## config.mk

```make
export PLATFORM = sky130hd
export DESIGN_NAME = way_select
export DESIGN_NICKNAME = d
export VERILOG_FILES = /design/src/verilog/icache_pkg.sv /design/src/verilog/way_select.sv
export SDC_FILE = /design/constraint.sdc
export NUM_CORES = 1
export LEC_CHECK = 0
export BUFFER_PORTS_ARGS = -buffer_cell sky130_fd_sc_hd__buf_4
export CAP_MARGIN = 10
export CORE_ASPECT_RATIO = 0.75
export CORE_MARGIN = 5
export CORE_UTILIZATION = 35
export DETAILED_ROUTE_END_ITERATION = 6
export GPL_TIMING_DRIVEN = 0
export PLACE_DENSITY_LB_ADDON = 0.15
export SETUP_SLACK_MARGIN = 0.1
export SLEW_MARGIN = 20
export SYNTH_ARGS = -nofsm -noshare
export SYNTH_HDL_FRONTEND = slang
export SYNTH_SLANG_ARGS = --single-unit
export TNS_END_PERCENT = 20
```

## constraint.sdc

```tcl
create_clock -name clk -period 2.1 [get_ports clk]
set_input_delay 0.21 -clock clk [delete_from_list [all_inputs] [get_ports clk]]
set_output_delay 0.21 -clock clk [all_outputs]
set_load 0.005 [all_outputs]
```

## src/verilog/icache_pkg.sv

```systemverilog
package icache_pkg;

    // geometry
    localparam int unsigned way_num     = 2;
    localparam int unsigned set_num     = 128;
    localparam int unsigned word_w      = 32;
    localparam int unsigned fetch_w     = 64;
    localparam int unsigned block_words = 8;

    // physical address split: tag | index | offset
    localparam int unsigned index_w    = $clog2(set_num);
    localparam int unsigned offset_w   = $clog2(block_words * word_w / 8);
    localparam int unsigned tag_w      = 32 - index_w - offset_w;

    // data RAM holds one doubleword per entry
    localparam int unsigned dw_index_w = index_w + $clog2(block_words * word_w / fetch_w);

    typedef struct packed {
        logic             valid;
        logic [tag_w-1:0] tag;
    } tag_entry_t;

    // element 1 is the instruction at pc+4
    typedef logic [fetch_w/word_w-1:0][word_w-1:0] fetch_t;

endpackage

```

## src/verilog/way_select.sv

```systemverilog
`timescale 1ns/1ps

module way_select (
    input  logic                                   clk,
    input  logic                                   rst_n,
    input  logic [icache_pkg::index_w-1:0]         index_i,
    input  logic                                   toggle_i,
    output logic [$clog2(icache_pkg::way_num)-1:0] victim_o
);

    // one bit per set, names the way to evict next
    logic [icache_pkg::set_num-1:0] way_q;

    assign victim_o = way_q[index_i];

    always_ff @(posedge clk) begin
        if (!rst_n) begin
            way_q <= '0;
        end else if (toggle_i) begin
            way_q[index_i] <= ~way_q[index_i];
        end
    end

endmodule

```

* Word level (Yosys, flattened, before mapping) *
Index checks and enable logic that the tools add are counted.

word-level totals
  register bits = 128
  output and inout port bits = 1

operators by class
  order comparisons = 2
  reduce and logical (&&, ||, !) cells = 1
  muxes and demuxes = 5
  bitwise operators = 1

operators by type and width
  operator                                                                       number
  128-bit bitwise mux                                                            1
  7-bit by 8-bit less-than comparator with 1-bit output (second input constant)  1
  1-bit binary-select mux with 7-bit select                                      1
  1-bit demux with 7-bit select                                                  1
  7-bit by 1-bit >= comparator with 1-bit output (second input constant)         1
  1-bit two-way mux                                                              2
  1-bit logical AND                                                              1
  1-bit inverter                                                                 1

* Depth between registers and ports, before layout *
Gate-level depths: netlist (run 1).

  word-level depth = 5
  depth in mapped cells = 10
  gate-level depth less buffers = 6

* Worst setup path after synthesis (run 1) *
Ideal clock, no wire load.

  path type = input-to-output
  from = input port index_i[0] (netlist name)
  to = output port victim_o
  setup slack = -0.008 ns
  stages on the path = 8
  path buffers = 2
  data arrival time = 1.898 ns
  data required time = 1.890 ns
  cells stage by stage = buf_6 -> buf_8 -> mux2_4 -> a221oi_2 -> o221ai_2 -> a22oi_4 -> nand3_1 -> or3b_1

on the way
  longest elaborated chain between the ends = 2

RTL lines
  what                                       RTL line          RTL
  start, declared                            way_select.sv:6   input logic [icache_pkg::index_w-1:0] index_i,
  1-bit binary-select mux with 7-bit select  way_select.sv:14  assign victim_o = way_q[index_i];
  1-bit two-way mux (implied by the code)    way_select.sv:14
  end, declared                              way_select.sv:8   output logic [$clog2(icache_pkg::way_num)-1:0] victim_o

Every way passes these cells. The select of a mux whose other input is x is not followed.

* Worst setup path in the final report (run 1) *
  from = register way_q[23] (netlist name)
  to = output port victim_o

on the way
  longest elaborated chain between the ends = 2

RTL lines
  what                                       RTL line          RTL
  start, declared                            way_select.sv:12  logic [icache_pkg::set_num-1:0] way_q;
  start signal, assigned by index            way_select.sv:20  way_q[index_i] <= ~way_q[index_i];
  1-bit binary-select mux with 7-bit select  way_select.sv:14
  1-bit two-way mux (implied by the code)    way_select.sv:14

Every way passes these cells. The select of a mux whose other input is x is not followed.

==> qor.csv, run 1 <==
metric,value,unit
root_buffer,clkbuf_16,
grt_use_total,22.8,%
synth.avg_cell_area,8.61,µm²
status,finished with violations,
maxSlewHeadroom,20.5,%
cp_slowest_cell,mux4_2,
dieWidth,169,µm
rsz0062_at_grt,true,
vdd_drop_max,0.446,mV
row_count,43,
total_power,0.00591,W
hp-class,input pin to flip-flop,
core-area,18600,µm²
setup_viol,1,
boundaryPins,11,
synthTopCellsByArea,"dfxtp_1 (38%), o21ai_0 (6.8%), nand3_1 (5.9%)",
path_cells,mux4_2 > mux2i_2 > o22ai_4 > a31oi_4 > nand3_2 > or3b_4 > buf_6,
die_h,130,µm
port_buffers,7,
cts.path.max_buffers,2,
worst_setup_path_end_kind,primary output,
regMostFlops,way_q,
drv_cap,0,
fin_crit,2.61,ns
switching_share,27.8,%
area_growth,22.4,%
clockPowerShare,48.1,%
h-tree-depth,4,
power.density,724,nW/µm²
grt_pass1_vias,6183,
grt_max_degree,17,
drt_iter0_markers,710,
power_frac_comb,10.5,%
synth_top_area_share,38.4,%
netlist_area,6670,µm²
grt_overflow,0,
start_util,35.8,%
diodes,0,
antenna_found_initial,0,
grt_pass1_wl,37700,µm
cts.sinks,128,
timing.fmax,383,MHz
finalWeightedCongestion,0.876,
holdBufCountCts,0,
synth_area_leader_cell,dfxtp_1,
reg_top3,way_q (128),
vias,6517,
utilization,43.8,%
required,1.89,ns
layout_common_cells,"dfxtp_1 (127), o21ai_0 (87), nand3_1 (71)",
fin_setup_tns,-0.509,ns
cp.arrival,2.40,ns
final_common_cell,dfxtp_1,
cts.clk_slew.worst_paths,0.06,ns
cts_tree,yes,
holdPathStages,5,
p_int,0.00426,W
ys_types,45,
cts_buffers,17,
seq_area,2560,µm²
slew_viol_final,0,
worst_slew_pin_slew,1.18,ns
async_flop_share,0,%
final.setup_skew,0.0101,ns
netlist_instances,774,
placed_area,7050,µm²
fillers,1848,
power.leakage,2.83,nW
drc,0,
nNetsFinal,818,
syn_nets,784,
slowest_delay,0.48,ns
yosysSeqAreaShare,38.4,%
seqPwrFrac,41.3,%
setup_slack,-0.509,ns
ant_nets,0,
via_per_inst,6.10,
largest_reg_flops,128,
postRouteWirelength,25100,µm
critPathKind,flip-flop to primary output,
path_max_fanout,2,
die_area,21900,µm²
cp-start-kind,flip-flop,
wire_per_inst,23.5,µm
multi_input_area,4140,µm²
synth_edf_count,0,
ys.flop_type,dfxtp_1,
violations,negative setup slack,
final_cell_area,8160,µm²
p_switching,0.00164,W
clkLatencyLatePin,0.44,ns
drive_gt1_share,20.1,%
rr_worst_depth,8,
whs,0.316,ns
yosys_register_bits,128,
drtPass1Iterations,6,
dp.final_hpwl,16800,µm
hold_viol,0,
min_period_over_period,124,%
yosys_warnings,0,
[routing by layer]
metal  GRT usage [%]  share of wire (%)
met5               0                  0
met1            32.8                 45
met4            7.86                2.5
met3            6.83                 10
met2            32.6                 42
[logic make-up (layout without fill, tap and decap cells)]
| logic type | after synthesis | count (layout) | share of synthesized area (%) |
|---|---|---|---|
| compound gates | 261 | 261 | 28.3 |
| buf+inv | 78 | 125 | 5.29 |
| simple gates | 258 | 258 | 19.1 |
| mux | 49 | 49 | 8.88 |
| flops | 128 | 128 | 38.4 |
[worst max-delay path: cells and delay by family (launching register included)]
kind	cells	cell delay, ns
mux	2	0.69
simple gates	2	0.50
flops	1	0.32
compound gates	2	0.32
buf+inv	1	0.13
[power groups by stage]
stage | clock [W] | combinational [W] | sequential (W)
after global placement | 0 | 0.000513 | 0.00249
after detailed placement | 0 | 0.000520 | 0.00250
after global routing | 0.00301 | 0.000653 | 0.00244
after CTS | 0.00287 | 0.000546 | 0.00244
final | 0.00284 | 0.000623 | 0.00244
after floorplan | 0 | 0.000322 | 0.00249
[timing repair]
item,CTS,global route
pin swaps,3,16
buffers inserted,3,8
setup endpoints to repair,117,102
gates resized for setup,41,99
cloned,0,0
[cell type report]
cell class	count	area share (%)
tap	247	3.79
clock inverter	14	1.63
timing repair buffer	18	1.70
buffer	70	5.25
clock buffer	18	5.26
sequential	128	31.4
multi-input combinational	568	50.7
inverter	5	0.230
[synthesized netlist by cell type (all sizes together) (2+ instances only)]
master / instances
o41ai: 32
o311a: 10
a221oi: 29
a22oi: 10
dfxtp: 128
a21boi: 66
inv: 5
o21bai: 10
and3b: 2
o21ai: 91
clkbuf: 46
nand3: 79
a31oi: 2
mux2: 8
and2: 35
nor2: 28
nand2: 68
mux2i: 34
o221ai: 3
nor2b: 29
buf: 27
nor3: 13
mux4: 7
o22a: 3
[through the flow]
stage | setup WS, ns | std cells
finish | -0.509 | 1068
global route | -0.564 | 1068
CTS | -0.489 | 1060
detailed placement | -0.944 | 1028
global placement | -0.937 | 1028
floorplan | 0.0586 | 774
[final timing paths]
path / from / end / slack [ns]
max: way_q[23] / victim_o / -0.51
min: toggle_i / way_q[118] / 0.32
max reg2reg: way_q[23] / way_q[19] / 0.06
min reg2reg: way_q[86] / way_q[86] / 0.47
Power figures use the tool's default switching activity.
==> run 2: changes to the inputs <==
Settings changed: PLACE_DENSITY_LB_ADDON 0.15 to not set.
==> run 2 against run 1 <==
Net effect: the flow still finishes with violations (negative setup slack); sequential power barely moved; worst setup slack improved by 0.037 ns; core utilization fell by 0.46 points; count of clock-buffer cells in the layout rose by 5; combinational power fell by 3%; non-clock buffer count fell by 1; total power fell by 1.2%; critical path depth did not move; clock power fell by 2%; cell count fell by 0.37%; hold slack got worse by 0.072 ns; maximum frequency rose by 1.4%; critical endpoint unchanged.
==> qor.csv, run 2 (same netlist as run 1, synthesis figures left out) <==
metric,value,unit,change
status,finished with violations,,
violations,negative setup slack,,
cts.sinks,128,,unchanged
power_frac_comb,10.4,%,about the same
path_max_fanout,2,,unchanged
setup_slack,-0.472,ns,+0.0373 ns
p_switching,0.00152,W,-7.5%
rsz0062_at_grt,true,,
drv_cap,0,,unchanged
maxSlewHeadroom,22.5,%,+2.0 points
seqPwrFrac,41.9,%,+0.6 points
switching_share,26.1,%,-1.8 points
fin_crit,2.57,ns,-0.0373 ns
drive_gt1_share,19.0,%,-1.1 points
utilization,43.4,%,-0.46 points
boundaryPins,11,,unchanged
timing.fmax,389,MHz,+1.4%
clkLatencyLatePin,0.43,ns,about the same
power.density,723,nW/µm²,-0.19%
row_count,43,,unchanged
drtPass1Iterations,5,,-1
fin_setup_tns,-0.472,ns,+0.0373 ns
grt_pass1_wl,36300,µm,-3.5%
endpoint,victim_o,,
cp-start-kind,flip-flop,,
core-area,18600,µm²,unchanged
diodes,0,,unchanged
min_period_over_period,122,%,-1.8 points
cts.clk_slew.worst_paths,0.06,ns,about the same
cp.arrival,2.36,ns,-0.04 ns
critPathKind,flip-flop to primary output,,
slew_viol_final,0,,unchanged
largest_reg_flops,128,,unchanged
die_area,21900,µm²,unchanged
postRouteWirelength,24400,µm,-2.8%
worst_setup_path_end_kind,primary output,,
p_int,0.00431,W,+1.2%
cts_buffers,17,,unchanged
r2r_start,way_q[59],,
hold_viol,0,,unchanged
path_cells,mux4_2 > mux2i_2 > o22ai_2 > a31oi_4 > nand3_2 > or3b_4 > buf_6,,
area_growth,21.1,%,
nNetsFinal,817,,-0.12%
final.setup_skew,0.0136,ns,+0.00351 ns
grt_use_total,21.7,%,-1.1 points
root_buffer,clkbuf_16,,
required,1.89,ns,about the same
grt_pass1_vias,6109,,-1.2%
drc,0,,unchanged
power.leakage,2.82,nW,-0.27%
regMostFlops,way_q,,
placed_area,7040,µm²,about the same
dieWidth,169,µm,unchanged
slowest_delay,0.47,ns,about the same
startpoint,way_q[23],,
port_buffers,7,,unchanged
final_common_cell,dfxtp_1,,
worst_slew_pin_slew,1.15,ns,-0.0297 ns
cts.path.max_buffers,2,,unchanged
clockPowerShare,47.8,%,-0.3 points
hp-class,input pin to flip-flop,,
layout_common_cells,"dfxtp_1 (123), o21ai_0 (86), nand3_1 (73)",,
grt_overflow,0,,unchanged
dp.final_hpwl,16000,µm,-4.9%
final_cell_area,8070,µm²,-1.1%
r2r_slack,0,ns,-0.06 ns
rr_worst_depth,6,,-2
finalWeightedCongestion,0.893,,+2.0%
drt_iter0_markers,755,,+6.3%
die_h,130,µm,unchanged
setup_viol,1,,unchanged
vias,6491,,-0.40%
via_per_inst,6.10,,about the same
ant_nets,0,,unchanged
grt_max_degree,17,,unchanged
antenna_found_initial,0,,unchanged
start_util,35.8,%,unchanged
vdd_drop_max,0.408,mV,-8.4%
reg_top3,way_q (128),,
r2r_end,way_q[50],,
dp_slack,-0.869,ns,+0.0754 ns
h-tree-depth,4,,unchanged
cts_tree,yes,,
cp_slowest_cell,mux4_2,,
wire_per_inst,22.9,µm,-2.5%
-- run 2: cell type report --
type                       instances  area [µm²]
multi-input combinational        568        4040
buffer                            70         435
timing repair buffer              17         158
fill                            1863       10500
sequential                       128        2570
inverter                           5        18.8
tap                              247         309
clock inverter                     6        60.1
clock buffer                      23         478
-- run 2: what timing repair did --
action,in CTS,in global routing
gates resized for setup,48,98
pin swaps,4,23
setup buffers,4,3
endpoints found under the setup margin,120,111
gates cloned,0,3
hold buffers,0,0
-- run 2: layer usage --
metal	vias to the layer above	global-route usage [%]	part of all wire, %
met5	-	0	0
met4	0	7.00	1.9
met3	42	6.50	10
met2	352	30.5	42
met1	3158	31.7	46
li1	2939	-	-
-- run 2: critical path: cells and delay by family (launching register included) --
family	cells	cell delay (ns)
AO/OA/AOI/OAI	2	0.32
buffers and inverters	1	0.12
flip-flops	1	0.30
multiplexers	2	0.69
AND/OR/NAND/NOR	2	0.50
-- run 2: worst min path at each step --
stage               startpoint         end  slack [ns]  cells after the start
global route             rst_n  way_q[123]        0.27                      2
global placement     way_q[82]   way_q[82]        0.46                      2
finish                   rst_n  way_q[127]        0.24                      2
detailed placement    way_q[6]    way_q[6]        0.46                      2
CTS                      rst_n  way_q[121]        0.23                      2
floorplan            way_q[76]   way_q[76]        0.44                      2
-- run 2: power by group through the flow --
stage | Clock, W | Combinational [W] | Sequential, W
after global routing | 0.00291 | 0.000627 | 0.00244
after floorplan | 0 | 0.000322 | 0.00249
after CTS | 0.00279 | 0.000537 | 0.00244
final | 0.00279 | 0.000605 | 0.00244
after global placement | 0 | 0.000512 | 0.00250
after detailed placement | 0 | 0.000509 | 0.00250
-- run 2: metrics by stage --
step,power [W],std cells,hold slack (ns)
global placement,0.00301,1028,0.459
finish,0.00583,1064,0.244
global route,0.00598,1064,0.274
floorplan,0.00282,774,0.443
detailed placement,0.00300,1028,0.464
CTS,0.00577,1058,0.229
