<file path="config.mk">
export PLATFORM = sky130hd
export DESIGN_NAME = refill_ctrl_flat
export DESIGN_NICKNAME = d
export VERILOG_FILES = /design/src/verilog/icache_pkg.sv /design/src/verilog/array_wr_if.sv /design/src/verilog/refill_ctrl.sv /design/src/flat_wrapper.sv
export SDC_FILE = /design/constraint.sdc
export NUM_CORES = 1
export LEC_CHECK = 0
export ABC_AREA = 1
export BUFFER_PORTS_ARGS = -buffer_cell sky130_fd_sc_hd__buf_2
export CORE_AREA = 10 10 158 160
export DETAILED_ROUTE_END_ITERATION = 7
export DIE_AREA = 0 0 168 170
export PLACE_DENSITY = 0.68
export SYNTH_ARGS = -nofsm -noshare
export SYNTH_HDL_FRONTEND = slang
export SYNTH_SLANG_ARGS = --single-unit
</file>
<file path="constraint.sdc">
create_clock -name clk -period 6.95 [get_ports clk]
set_clock_uncertainty 0.15 [all_clocks]
set_input_delay 1.39 -clock clk [delete_from_list [all_inputs] [get_ports clk]]
set_output_delay 1.39 -clock clk [all_outputs]
set_load 0.05 [all_outputs]
</file>
<file path="src/verilog/icache_pkg.sv">
package icache_pkg;

    // geometry
    localparam int unsigned way_num     = 2;
    localparam int unsigned set_num     = 128;
    localparam int unsigned word_w      = 32;
    localparam int unsigned fetch_w     = 64;
    localparam int unsigned block_words = 8;

    // physical address split: tag | index | offset
    localparam int unsigned index_w    = $clog2(set_num);
    localparam int unsigned offset_w   = $clog2(block_words * word_w / 8);
    localparam int unsigned tag_w      = 32 - index_w - offset_w;

    // data RAM holds one doubleword per entry
    localparam int unsigned dw_index_w = index_w + $clog2(block_words * word_w / fetch_w);

    typedef struct packed {
        logic             valid;
        logic [tag_w-1:0] tag;
    } tag_entry_t;

    // element 1 is the instruction at pc+4
    typedef logic [fetch_w/word_w-1:0][word_w-1:0] fetch_t;

endpackage

</file>
<file path="src/verilog/array_wr_if.sv">
`timescale 1ns/1ps

interface array_wr_if;

    logic [icache_pkg::way_num-1:0]    tag_we;
    logic [icache_pkg::way_num-1:0]    data_we;
    logic [icache_pkg::index_w-1:0]    wr_index;
    logic [icache_pkg::dw_index_w-1:0] wr_dw;
    icache_pkg::tag_entry_t            wr_tag;
    icache_pkg::fetch_t                wr_data;

    // refill and invalidate side
    modport ctrl (
        output tag_we, data_we, wr_index, wr_dw, wr_tag, wr_data
    );

    // RAM side
    modport array (
        input tag_we, data_we, wr_index, wr_dw, wr_tag, wr_data
    );

endinterface

</file>
<file path="src/verilog/refill_ctrl.sv">
`timescale 1ns/1ps

module refill_ctrl (
    input  logic                                   clk,
    input  logic                                   rst_n,
    input  logic                                   flush_i,
    input  logic                                   fetch_valid_i,
    input  logic [31:0]                            pc_i,
    input  logic [1:0]                             mask_i,
    input  logic [icache_pkg::way_num-1:0]         hit_i,
    input  icache_pkg::fetch_t                     rd_data_i,
    input  logic [$clog2(icache_pkg::way_num)-1:0] victim_i,
    input  logic                                   mem_ack_i,
    input  logic                                   mem_data_valid_i,
    input  logic [icache_pkg::word_w-1:0]          mem_data_i,
    input  logic                                   inv_valid_i,
    input  logic [icache_pkg::index_w-1:0]         inv_index_i,
    input  logic [$clog2(icache_pkg::way_num)-1:0] inv_way_i,
    output logic                                   fetch_ready_o,
    output logic                                   out_valid_o,
    output logic [31:0]                            out_pc_o,
    output icache_pkg::fetch_t                     out_insts_o,
    output logic                                   mem_req_o,
    output logic [31:0]                            mem_addr_o,
    output logic [3:0]                             mem_len_o,
    output logic                                   inv_done_o,
    output logic [icache_pkg::index_w-1:0]         rd_index_o,
    output logic [icache_pkg::dw_index_w-1:0]      rd_dw_o,
    output logic [icache_pkg::tag_w-1:0]           cmp_tag_o,
    output logic                                   toggle_o,
    array_wr_if.ctrl                               wr
);

    typedef enum logic [1:0] {
        s_normal,
        s_request,
        s_receive,
        s_deliver
    } state_e;

    state_e                                     state_q;
    state_e                                     state_d;
    logic                                       valid_q;
    logic [31:0]                                pc_q;
    logic [1:0]                                 mask_q;
    logic [31:0]                                miss_pc;
    logic                                       miss_live_q;
    logic [$clog2(icache_pkg::block_words)-1:0] word_cnt_q;
    logic [icache_pkg::word_w-1:0]              lo_q;
    icache_pkg::fetch_t                         fill_q;
    logic                                       normal;
    logic                                       miss_now;
    logic                                       start_miss;
    logic                                       pair_wr;
    logic                                       last_wr;
    logic [31:0]                                rd_pc;
    logic [31:0]                                block_pc;
    logic [icache_pkg::index_w-1:0]             miss_index;
    logic [icache_pkg::way_num-1:0]             victim_oh;
    logic [icache_pkg::way_num-1:0]             inv_oh;

    assign normal     = (state_q == s_normal);
    // zero mask never counts as a miss
    assign miss_now   = valid_q && (|mask_q) && !(|hit_i) && !flush_i;
    assign start_miss = normal && miss_now && !inv_valid_i;

    // an invalidate wins, so the missed fetch waits in stage two
    assign fetch_ready_o = normal && !(miss_now && inv_valid_i);
    assign inv_done_o    = normal && inv_valid_i;

    // read the held pc while stalled
    assign rd_pc      = fetch_ready_o ? pc_i : pc_q;
    assign rd_index_o = rd_pc[icache_pkg::offset_w +: icache_pkg::index_w];
    assign rd_dw_o    = rd_pc[$clog2(icache_pkg::fetch_w / 8) +: icache_pkg::dw_index_w];
    assign cmp_tag_o  = pc_q[31 -: icache_pkg::tag_w];
    assign miss_index = miss_pc[icache_pkg::offset_w +: icache_pkg::index_w];

    // memory request
    assign block_pc   = normal ? pc_q : miss_pc;
    assign mem_addr_o = {block_pc[31:icache_pkg::offset_w], {icache_pkg::offset_w{1'b0}}};
    assign mem_len_o  = 4'(icache_pkg::block_words);
    assign mem_req_o  = start_miss || (state_q == s_request);

    // odd word completes a doubleword
    assign pair_wr  = (state_q == s_receive) && mem_data_valid_i && word_cnt_q[0];
    assign last_wr  = pair_wr && (&word_cnt_q);
    assign toggle_o = last_wr;

    assign out_valid_o = normal ? (valid_q && (|mask_q) && (|hit_i) && !flush_i)
                                : ((state_q == s_deliver) && miss_live_q && !flush_i);
    assign out_pc_o    = normal ? pc_q : miss_pc;
    assign out_insts_o = normal ? rd_data_i : fill_q;

    // array write port, shared by invalidate and refill
    always_comb begin
        victim_oh           = '0;
        victim_oh[victim_i] = 1'b1;
        inv_oh              = '0;
        inv_oh[inv_way_i]   = 1'b1;
        wr.wr_data          = {mem_data_i, lo_q};
        wr.wr_dw            = {miss_index, word_cnt_q[$bits(word_cnt_q)-1:1]};
        if (normal) begin
            wr.tag_we   = inv_valid_i ? inv_oh : '0;
            wr.data_we  = '0;
            wr.wr_index = inv_index_i;
            wr.wr_tag   = '0;
        end else begin
            wr.tag_we   = last_wr ? victim_oh : '0;
            wr.data_we  = pair_wr ? victim_oh : '0;
            wr.wr_index = miss_index;
            wr.wr_tag   = '{valid: 1'b1, tag: miss_pc[31 -: icache_pkg::tag_w]};
        end
    end

    always_comb begin
        state_d = state_q;
        case (state_q)
            s_normal: begin
                if (start_miss) begin
                    state_d = mem_ack_i ? s_receive : s_request;
                end
            end
            s_request: begin
                if (mem_ack_i) begin
                    state_d = s_receive;
                end
            end
            s_receive: begin
                if (last_wr) begin
                    state_d = s_deliver;
                end
            end
            default: begin
                state_d = s_normal;
            end
        endcase
    end

    always_ff @(posedge clk) begin
        if (!rst_n) begin
            state_q     <= s_normal;
            valid_q     <= 1'b0;
            miss_live_q <= 1'b0;
            word_cnt_q  <= '0;
        end else begin
            state_q <= state_d;
            if (flush_i) begin
                valid_q <= 1'b0;
            end else if (fetch_ready_o) begin
                valid_q <= fetch_valid_i;
            end else if (state_q == s_deliver) begin
                // missed fetch is answered by the delivery itself
                valid_q <= 1'b0;
            end
            // a flush during refill drops the delivery
            if (start_miss) begin
                miss_live_q <= 1'b1;
            end else if (flush_i) begin
                miss_live_q <= 1'b0;
            end
            // wraps to zero after the last word
            if ((state_q == s_receive) && mem_data_valid_i) begin
                word_cnt_q <= word_cnt_q + 1'b1;
            end
        end
    end

    always_ff @(posedge clk) begin
        if (fetch_ready_o) begin
            pc_q   <= pc_i;
            mask_q <= mask_i;
        end
        if (start_miss) begin
            miss_pc <= pc_q;
        end
        if ((state_q == s_receive) && mem_data_valid_i && !word_cnt_q[0]) begin
            lo_q <= mem_data_i;
        end
        // keep the requested doubleword for delivery
        if (pair_wr && (word_cnt_q[$bits(word_cnt_q)-1:1]
                        == miss_pc[icache_pkg::offset_w-1:$clog2(icache_pkg::fetch_w / 8)])) begin
            fill_q <= {mem_data_i, lo_q};
        end
    end

endmodule

</file>
<file path="src/flat_wrapper.sv">
// flat-port wrapper written by rule: the top's interface ports become plain ports
module refill_ctrl_flat 
  (clk, rst_n, flush_i, fetch_valid_i, pc_i, mask_i, hit_i, rd_data_i, victim_i, mem_ack_i, mem_data_valid_i, mem_data_i, inv_valid_i, inv_index_i, inv_way_i, fetch_ready_o, out_valid_o, out_pc_o, out_insts_o, mem_req_o, mem_addr_o, mem_len_o, inv_done_o, rd_index_o, rd_dw_o, cmp_tag_o, toggle_o, wr_tag_we, wr_data_we, wr_wr_index, wr_wr_dw, wr_wr_tag, wr_wr_data);
  array_wr_if wr_i ();
  input  logic clk;
  input  logic rst_n;
  input  logic flush_i;
  input  logic fetch_valid_i;
  input  logic [31:0] pc_i;
  input  logic [1:0] mask_i;
  input  logic [icache_pkg::way_num-1:0] hit_i;
  input  icache_pkg::fetch_t rd_data_i;
  input  logic [$clog2(icache_pkg::way_num)-1:0] victim_i;
  input  logic mem_ack_i;
  input  logic mem_data_valid_i;
  input  logic [icache_pkg::word_w-1:0] mem_data_i;
  input  logic inv_valid_i;
  input  logic [icache_pkg::index_w-1:0] inv_index_i;
  input  logic [$clog2(icache_pkg::way_num)-1:0] inv_way_i;
  output logic fetch_ready_o;
  output logic out_valid_o;
  output logic [31:0] out_pc_o;
  output icache_pkg::fetch_t out_insts_o;
  output logic mem_req_o;
  output logic [31:0] mem_addr_o;
  output logic [3:0] mem_len_o;
  output logic inv_done_o;
  output logic [icache_pkg::index_w-1:0] rd_index_o;
  output logic [icache_pkg::dw_index_w-1:0] rd_dw_o;
  output logic [icache_pkg::tag_w-1:0] cmp_tag_o;
  output logic toggle_o;
  output wire logic [$bits(wr_i.tag_we)-1:0] wr_tag_we;
  output wire logic [$bits(wr_i.data_we)-1:0] wr_data_we;
  output wire logic [$bits(wr_i.wr_index)-1:0] wr_wr_index;
  output wire logic [$bits(wr_i.wr_dw)-1:0] wr_wr_dw;
  output wire logic [$bits(wr_i.wr_tag)-1:0] wr_wr_tag;
  output wire logic [$bits(wr_i.wr_data)-1:0] wr_wr_data;
  assign wr_tag_we = wr_i.tag_we;
  assign wr_data_we = wr_i.data_we;
  assign wr_wr_index = wr_i.wr_index;
  assign wr_wr_dw = wr_i.wr_dw;
  assign wr_wr_tag = wr_i.wr_tag;
  assign wr_wr_data = wr_i.wr_data;
  refill_ctrl u_core (.clk(clk), .rst_n(rst_n), .flush_i(flush_i), .fetch_valid_i(fetch_valid_i), .pc_i(pc_i), .mask_i(mask_i), .hit_i(hit_i), .rd_data_i(rd_data_i), .victim_i(victim_i), .mem_ack_i(mem_ack_i), .mem_data_valid_i(mem_data_valid_i), .mem_data_i(mem_data_i), .inv_valid_i(inv_valid_i), .inv_index_i(inv_index_i), .inv_way_i(inv_way_i), .fetch_ready_o(fetch_ready_o), .out_valid_o(out_valid_o), .out_pc_o(out_pc_o), .out_insts_o(out_insts_o), .mem_req_o(mem_req_o), .mem_addr_o(mem_addr_o), .mem_len_o(mem_len_o), .inv_done_o(inv_done_o), .rd_index_o(rd_index_o), .rd_dw_o(rd_dw_o), .cmp_tag_o(cmp_tag_o), .toggle_o(toggle_o), .wr(wr_i));
endmodule
</file>
Word-level counts from Yosys, hierarchy flattened --
Cells that the tools add are included.
Storage, ports and cells: word-level logic and storage cells 81, bits of input ports 148, flip-flop bits (word level) 169
Cells by class: order comparisons 4, equal/unequal tests 7, add/sub/neg operators 1, reduce and logical (&&, ||, !) cells 33, bitwise gates (word level) 1, muxes and demuxes 24
Operators by type and width (number):
- 64-bit two-way mux | 1
- 32-bit two-way mux | 1
- 21-bit two-way mux | 1
- 1-bit logical AND | 19
- 2-bit two-way mux | 9
- 12-bit two-way mux | 1
- 1-bit two-way mux | 7
- 7-bit two-way mux | 1
- 2-bit one-hot mux with 3 select lines | 1
- 3-bit AND reduction | 2
- 2-bit OR reduction | 3
- 1-bit logical NOT | 5
- 2-bit equality test (second input constant) | 2
- 1-bit by 2-bit less-than comparator with 1-bit output (second input constant) | 2
- 2-bit != test (second input constant) | 2
- 2-bit nonzero test | 2
- 3-bit by 1-bit adder with 3-bit output (second input constant) | 1
- 1-bit demux with 1-bit select | 2
- 2-bit by 1-bit equality test with 1-bit output (second input constant) | 1
- 2-bit equality test | 1
- 1-bit >= comparator (second input constant) | 2
- 2-bit logical NOT | 1
- 2-bit by 1-bit != test with 1-bit output (second input constant) | 1
- 1-bit logical OR | 1
- 1-bit inverter | 1

Longest topological paths before layout --
Gate-level depths: netlist (run 1).
depth in word-level cells 8, depth in mapped cells 10, gate-level depth less buffers 10

Least setup slack after synthesis (run 1) --
OpenSTA, ideal clock, no wires.
path type input to register, start input mem_data_valid_i, end register u_core.fill_q[0] (netlist name) (enable), setup slack 210 ps, cell stages on the path 4, library setup time 565 ps, data arrival time 6025 ps, required time 6235 ps, cell sequence nand2_2 -> nor2_4 -> inv_1 -> nor3_1
Between the ends: word-level cells in the longest chain between the ends 3
RTL lines:
- from (decl) | RTL line flat_wrapper.sv:15 | input logic mem_data_valid_i;
- 1-bit logical AND (2 in a row) | RTL line refill_ctrl.sv:85 | assign pair_wr = (state_q == s_receive) && mem_data_valid_i && word_cnt_q[0];
- 1-bit logical AND | RTL line refill_ctrl.sv:180 | if (pair_wr && (word_cnt_q[$bits(word_cnt_q)-1:1]
- to (signal assigned) | RTL line refill_ctrl.sv:182 | fill_q <= {mem_data_i, lo_q};
- to (decl) | RTL line refill_ctrl.sv:50 | icache_pkg::fetch_t fill_q;
Every way passes these cells. A chain may end at the register's enable or synchronous reset.

Worst setup path after layout (run 1) --
start register u_core.state_q[1], end output mem_req_o
Between the ends: word-level cells in the longest chain between the ends 4, elaborated cells on any way between the ends 5, classes of those cells eq/ne: 1; reduce/logical: 4
RTL lines:
- from (decl) | RTL line refill_ctrl.sv:41 | state_e state_q;
- from (signal assigned) | RTL line refill_ctrl.sv:141 | state_q <= s_normal;
- from (signal assigned) | RTL line refill_ctrl.sv:146 | state_q <= state_d;
- 2-bit logical NOT | RTL line refill_ctrl.sv:62 | assign normal = (state_q == s_normal);
- 1-bit logical AND (2 in a row) | RTL line refill_ctrl.sv:65 | assign start_miss = normal && miss_now && !inv_valid_i;
- named net u_core.start_miss | RTL line refill_ctrl.sv:53 | logic start_miss;
- 1-bit logical OR | RTL line refill_ctrl.sv:82 | assign mem_req_o = start_miss || (state_q == s_request);
- to (decl) | RTL line flat_wrapper.sv:24 | output logic mem_req_o;
The timed path passes the listed nets, and every way through them passes these cells.

==> impl_metrics.ini, run 1 <==
[synthesis]
yosys-top-cells-area = edfxtp_1 60%, nand2_1 13%, buf_4 10%
yosysSeqAreaShare_pct = 64.4
avgSynthCellArea_um2 = 10.6
synth_area_mm2 = 0.00764
netlist.area_leader.share_pct = 60.2
synth_cells = 721
yosysWarningCount = 0
ys_ff_latch = 169
synth_top_area_cell = edfxtp_1
ys_types = 27

[placement]
pre_cts_ws_ps = 2170
dp_hpwl_mm = 18.9
gp_congestion = 0.846
io_buffers = 416
place_area_mm2 = 0.00923

[sta]
fmax_ghz = 0.199
rsz0062_at_grt = no
setup_ws_ps = 1920
fin_crit_sh_pct = 72.4
slew_headroom_pct = 31.3
fin_crit_ps = 5030
final_max_slew_viol_count = 0
worstMarginPinSlew_ps = 1030
report.final.setup_viol = 0
finalSetupTns_ps = 0
final-hold-violation-count = 0

[critical_path]
crit_fanout = 81
crit_path_end_kind = output port
worst-setup-path-type = register to output port
cp.required_ps = 5410
arrival_ps = 3490
startpoint_type = register

[worst_hold_path]
hp-class = register to register

[global_routing]
grt_overflow_total = 0
grt_antenna_before_repair = 2
grt_pass1_vias = 6251
grt_max_degree = 82
grt_pass1_wl_mm = 35.9
grt_use_total_pct = 16.0

[run]
maxCapViolCount = 0

[route]
wl_met1_mm = 9.40
drt-initial-drc-count = 283
vias_per_cell = 4.44
wirelength_mm = 24.3
maxUsedRoutingLayer = met5
ant_nets = 0
dr_wl_met3_mm = 2.21
route.detailed.wl_per_inst_um = 18.2
dr_wl_met2_mm = 12.3
vias = 5908
firstDrtPassIters = 5
drcViolationCount = 0

[power_and_ir_drop]
power_uw = 4390
peakVddDrop_mv = 0.247
powerDensity_mw_per_mm2 = 447
p_leak_uw = 0.00482

[clocking]
cts_buffers = 17
clk_pin_slew_worst_paths_ps = 70
cts_setup_buffers = 0
numClockSinks = 169
tritoncts = done
cts_root_buf = clkbuf_16
insertion_delay_ps = 410
ctsResizeCount = 0
ctsHoldBuffers = 0
clock_path_buffers = 2
cts-htree-levels = 4

[layout]
drive_above_1_share_pct = 45.5
final_cell_mix = 416 x buf_2, 265 x nand2_1, 153 x edfxtp_1
areaGrowthSynthToFinish_pct = 28.7
fin_area_mm2 = 0.00983
final_common_cell = buf_2
fillCellCount = 2093
utilization_pct = 45.3
multi_input_area_mm2 = 0.00167
seqCellArea_mm2 = 0.00491
num-nets-final = 1191

[die]
pin_count = 426
core_area_mm2 = 0.0217
start_util_pct = 35.2
fp.dieArea_mm2 = 0.0286
rows = 54
dieWidth_um = 168
die_h_um = 170

[outcome]
outcome = completed
## worst paths after layout
| kind | start | slack [ps] | end | cells past startpoint |
|---|---|---|---|---|
| max | u_core.state_q[1] | 1920 | mem_req_o | 8 |
| max reg2reg | u_core.state_q[1] | 3790 | u_core.miss_pc[0] | 6 |
| min reg2reg | u_core.pc_q[8] | 280 | u_core.miss_pc[8] | 0 |
| min | u_core.pc_q[8] | 280 | u_core.miss_pc[8] | 0 |
## layer usage
metal | track usage (%) | up-vias
met5 | 0 | -
met3 | 5.71 | 24
met4 | 4.58 | 2
li1 | - | 2855
met1 | 18.3 | 2724
met2 | 27.5 | 303
## cell families (layout without fill, tap and decap cells)
logic type	count (synthesis)	after routing	share of synthesized area [%]
simple gates	318	318	16.2
buf+inv	176	498	14.4
flops	169	169	64.4
compound gates	48	48	3.69
fa+ha+maj	6	6	0.983
other cells	2	10	0.0983
xor+xnor	2	2	0.229
## cells in the mapped netlist, drive strengths merged
cell	n
nor2	40
buf	128
nand3	5
a21oi	3
conb	2
dfxtp	16
xor2	2
inv	45
edfxtp	153
o21ai	44
ha	6
a22o	1
nor3	3
nand4	1
or2	1
clkbuf	3
nand2	268
## power by group
group / switching, uW / internal (uW)
Combinational: 1810 / 385
Clock: 444 / 518
Sequential: 39.1 / 1190
Total: 2300 / 2090
## final cells by class
| type | instances | share of cell area (%) |
|---|---|---|
| clock buffer | 17 | 4.33 |
| tap | 280 | 3.56 |
| sequential | 169 | 50.0 |
| multi-input combinational | 383 | 17.0 |
| timing repair buffer | 421 | 21.6 |
| inverter | 45 | 1.72 |
| antenna | 1 | 0.0255 |
| clock inverter | 15 | 1.81 |
## sequential cells by signal, indices dropped and copies added (netlist names)
| name | cells |
|---|---|
| u_core.valid_q | 1 |
| u_core.fill_q | 64 |
| u_core.mask_q | 2 |
| u_core.word_cnt_q | 3 |
| u_core.miss_live_q | 1 |
| u_core.miss_pc | 32 |
| u_core.lo_q | 32 |
| u_core.state_q | 2 |
| u_core.pc_q | 32 |
## per-stage QoR
step | hold WS (ps) | instances
floorplan | 258 | 728
global placement | 266 | 1298
detailed placement | 263 | 1298
CTS | 279 | 1330
global route | 293 | 1331
finish | 283 | 1331
## worst max-delay path, stage by stage, from the launching register on
cell and delay (ps):
dfxtp_1 330, inv_1 160, ha_4 590, buf_4 680
nand4_1 190, inv_1 90, buf_4 420, or2_2 200
buf_2 250
(Power assumes the default switching activity.)
==> run 2: changes to the inputs <==
- PLACE_DENSITY: 0.68 -> 0.66
- clock period: 6.95 -> 5.2 ns (I/O delays scaled with it)
==> run 2 against run 1 <==
Effect of this change:
- flip-flop and latch count stayed put
- hold slack about the same
- worst setup slack worse by 700 ps
- design area increased by 0.28%
- sequential share of layout area is 0.14 points lower
- die area unchanged
- sequential power grew 33%
- routed wire length grew 0.52%
- critical path depth shrank 2
- via count is 0.85% lower
- cell count unchanged
==> impl_metrics.ini, run 2 (synthesis gave the netlist of run 1 again) <==
[global_routing]
grt_use_total_pct = 16.2
grt_max_degree = 88
grt_pass1_wl_mm = 36.0
grt_overflow_total = 0
grt_antenna_before_repair = 3
grt_pass1_vias = 6157

[placement]
gp_congestion = 0.826
dp_hpwl_mm = 19.4
pre_cts_ws_ps = 1380
io_buffers = 416

[critical_path]
cpMaxStageDelayCell = ha_4
crit_fanout = 58
worst-setup-path-type = register to output port
crit_path_max_incr_delay_ps = 560
path_cells = inv_1 > ha_4 > nand2_1 > inv_2 > buf_4 > buf_2
arrival_ps = 2790
startpoint_type = register
crit_path_end_kind = output port
cp.required_ps = 4010

[route]
firstDrtPassIters = 5
drt-initial-drc-count = 267
drcViolationCount = 0
route.detailed.wl_per_inst_um = 18.3
vias = 5858
ant_nets = 0
vias_per_cell = 4.40
wirelength_mm = 24.4

[power_and_ir_drop]
peakVddDrop_mv = 0.254
powerDensity_mw_per_mm2 = 591
p_leak_uw = 0.00483
power_uw = 5830

[clocking]
tritoncts = done
cts_root_buf = clkbuf_16
insertion_delay_ps = 420
cts-htree-levels = 4
ctsHoldBuffers = 0
clk_pin_slew_worst_paths_ps = 60
numClockSinks = 169
clock_path_buffers = 2
ctsResizeCount = 0
cts_setup_buffers = 0
cts_buffers = 17

[die]
core_area_mm2 = 0.0217
pin_count = 426
rows = 54
dieWidth_um = 168
die_h_um = 170
fp.dieArea_mm2 = 0.0286
start_util_pct = 35.2

[layout]
largest_register = u_core.fill_q
num-nets-final = 1192
seqCellArea_mm2 = 0.00491
utilization_pct = 45.5
largest_reg_flops = 64
drive_above_1_share_pct = 45.5
final_cell_mix = 416 x buf_2, 265 x nand2_1, 153 x edfxtp_1
multi_input_area_mm2 = 0.00168
fillCellCount = 2102
n_antenna_cell = 0
areaGrowthSynthToFinish_pct = 29.1
final_common_cell = buf_2

[sta]
fin_crit_ps = 3980
rsz0062_at_grt = no
hold_ws_ps = 283
setup_ws_ps = 1220
worstMarginPinSlew_ps = 1060
fin_crit_sh_pct = 76.5
slew_headroom_pct = 29.3
finalSetupTns_ps = 0
report.final.setup_viol = 0
final-hold-violation-count = 0
final_max_slew_viol_count = 0
fmax_ghz = 0.252

[run]
maxCapViolCount = 0

[outcome]
outcome = completed

[worst_hold_path]
hp-class = register to register
==> run 2: layer usage <==
metal  up-vias  GRT usage, %  wire length (um)
met4         6          3.60               192
li1       2857             -                 -
met1      2680          17.2              9060
met3        14          7.35              2580
met2       301          28.9             12500
met5         -             0                34
==> run 2: where the power goes <==
group / switching, uW / internal (uW)
sequential: 49.4 / 1590
combinational: 2430 / 529
clock: 591 / 641
==> run 2: final timing paths <==
path | depth (start not counted) | startpoint | slack (ps) | to
worst max-delay path | 6 | u_core.state_q[1] | 1220 | fetch_ready_o
worst min-delay path | 0 | u_core.pc_q[6] | 280 | u_core.miss_pc[6]
worst max register to register | 7 | u_core.state_q[0] | 2600 | u_core.fill_q[16]
worst min register to register | 0 | u_core.pc_q[6] | 280 | u_core.miss_pc[6]
==> run 2: area by class of cell <==
| class | instances | share of cell area, % |
|---|---|---|
| multi-input combinational | 383 | 17.0 |
| inverter | 45 | 1.71 |
| tap | 280 | 3.55 |
| timing repair buffer | 422 | 22.0 |
| sequential | 169 | 49.9 |
| clock buffer | 17 | 4.32 |
| clock inverter | 15 | 1.59 |
==> run 2: per-stage QoR <==
stage / instances / instance area, um^2
global placement: 1299 / 9280
global route: 1331 / 9860
floorplan: 728 / 7670
CTS: 1331 / 9860
finish: 1331 / 9860
detailed placement: 1299 / 9280
==> run 2: critical path, delay by kind of cell (launching register included) <==
kind	cells	cell delay (ps)
DFF	1	330
and+or+nand+nor	1	170
buffers and inverters	4	1300
adders and majority gates	1	560
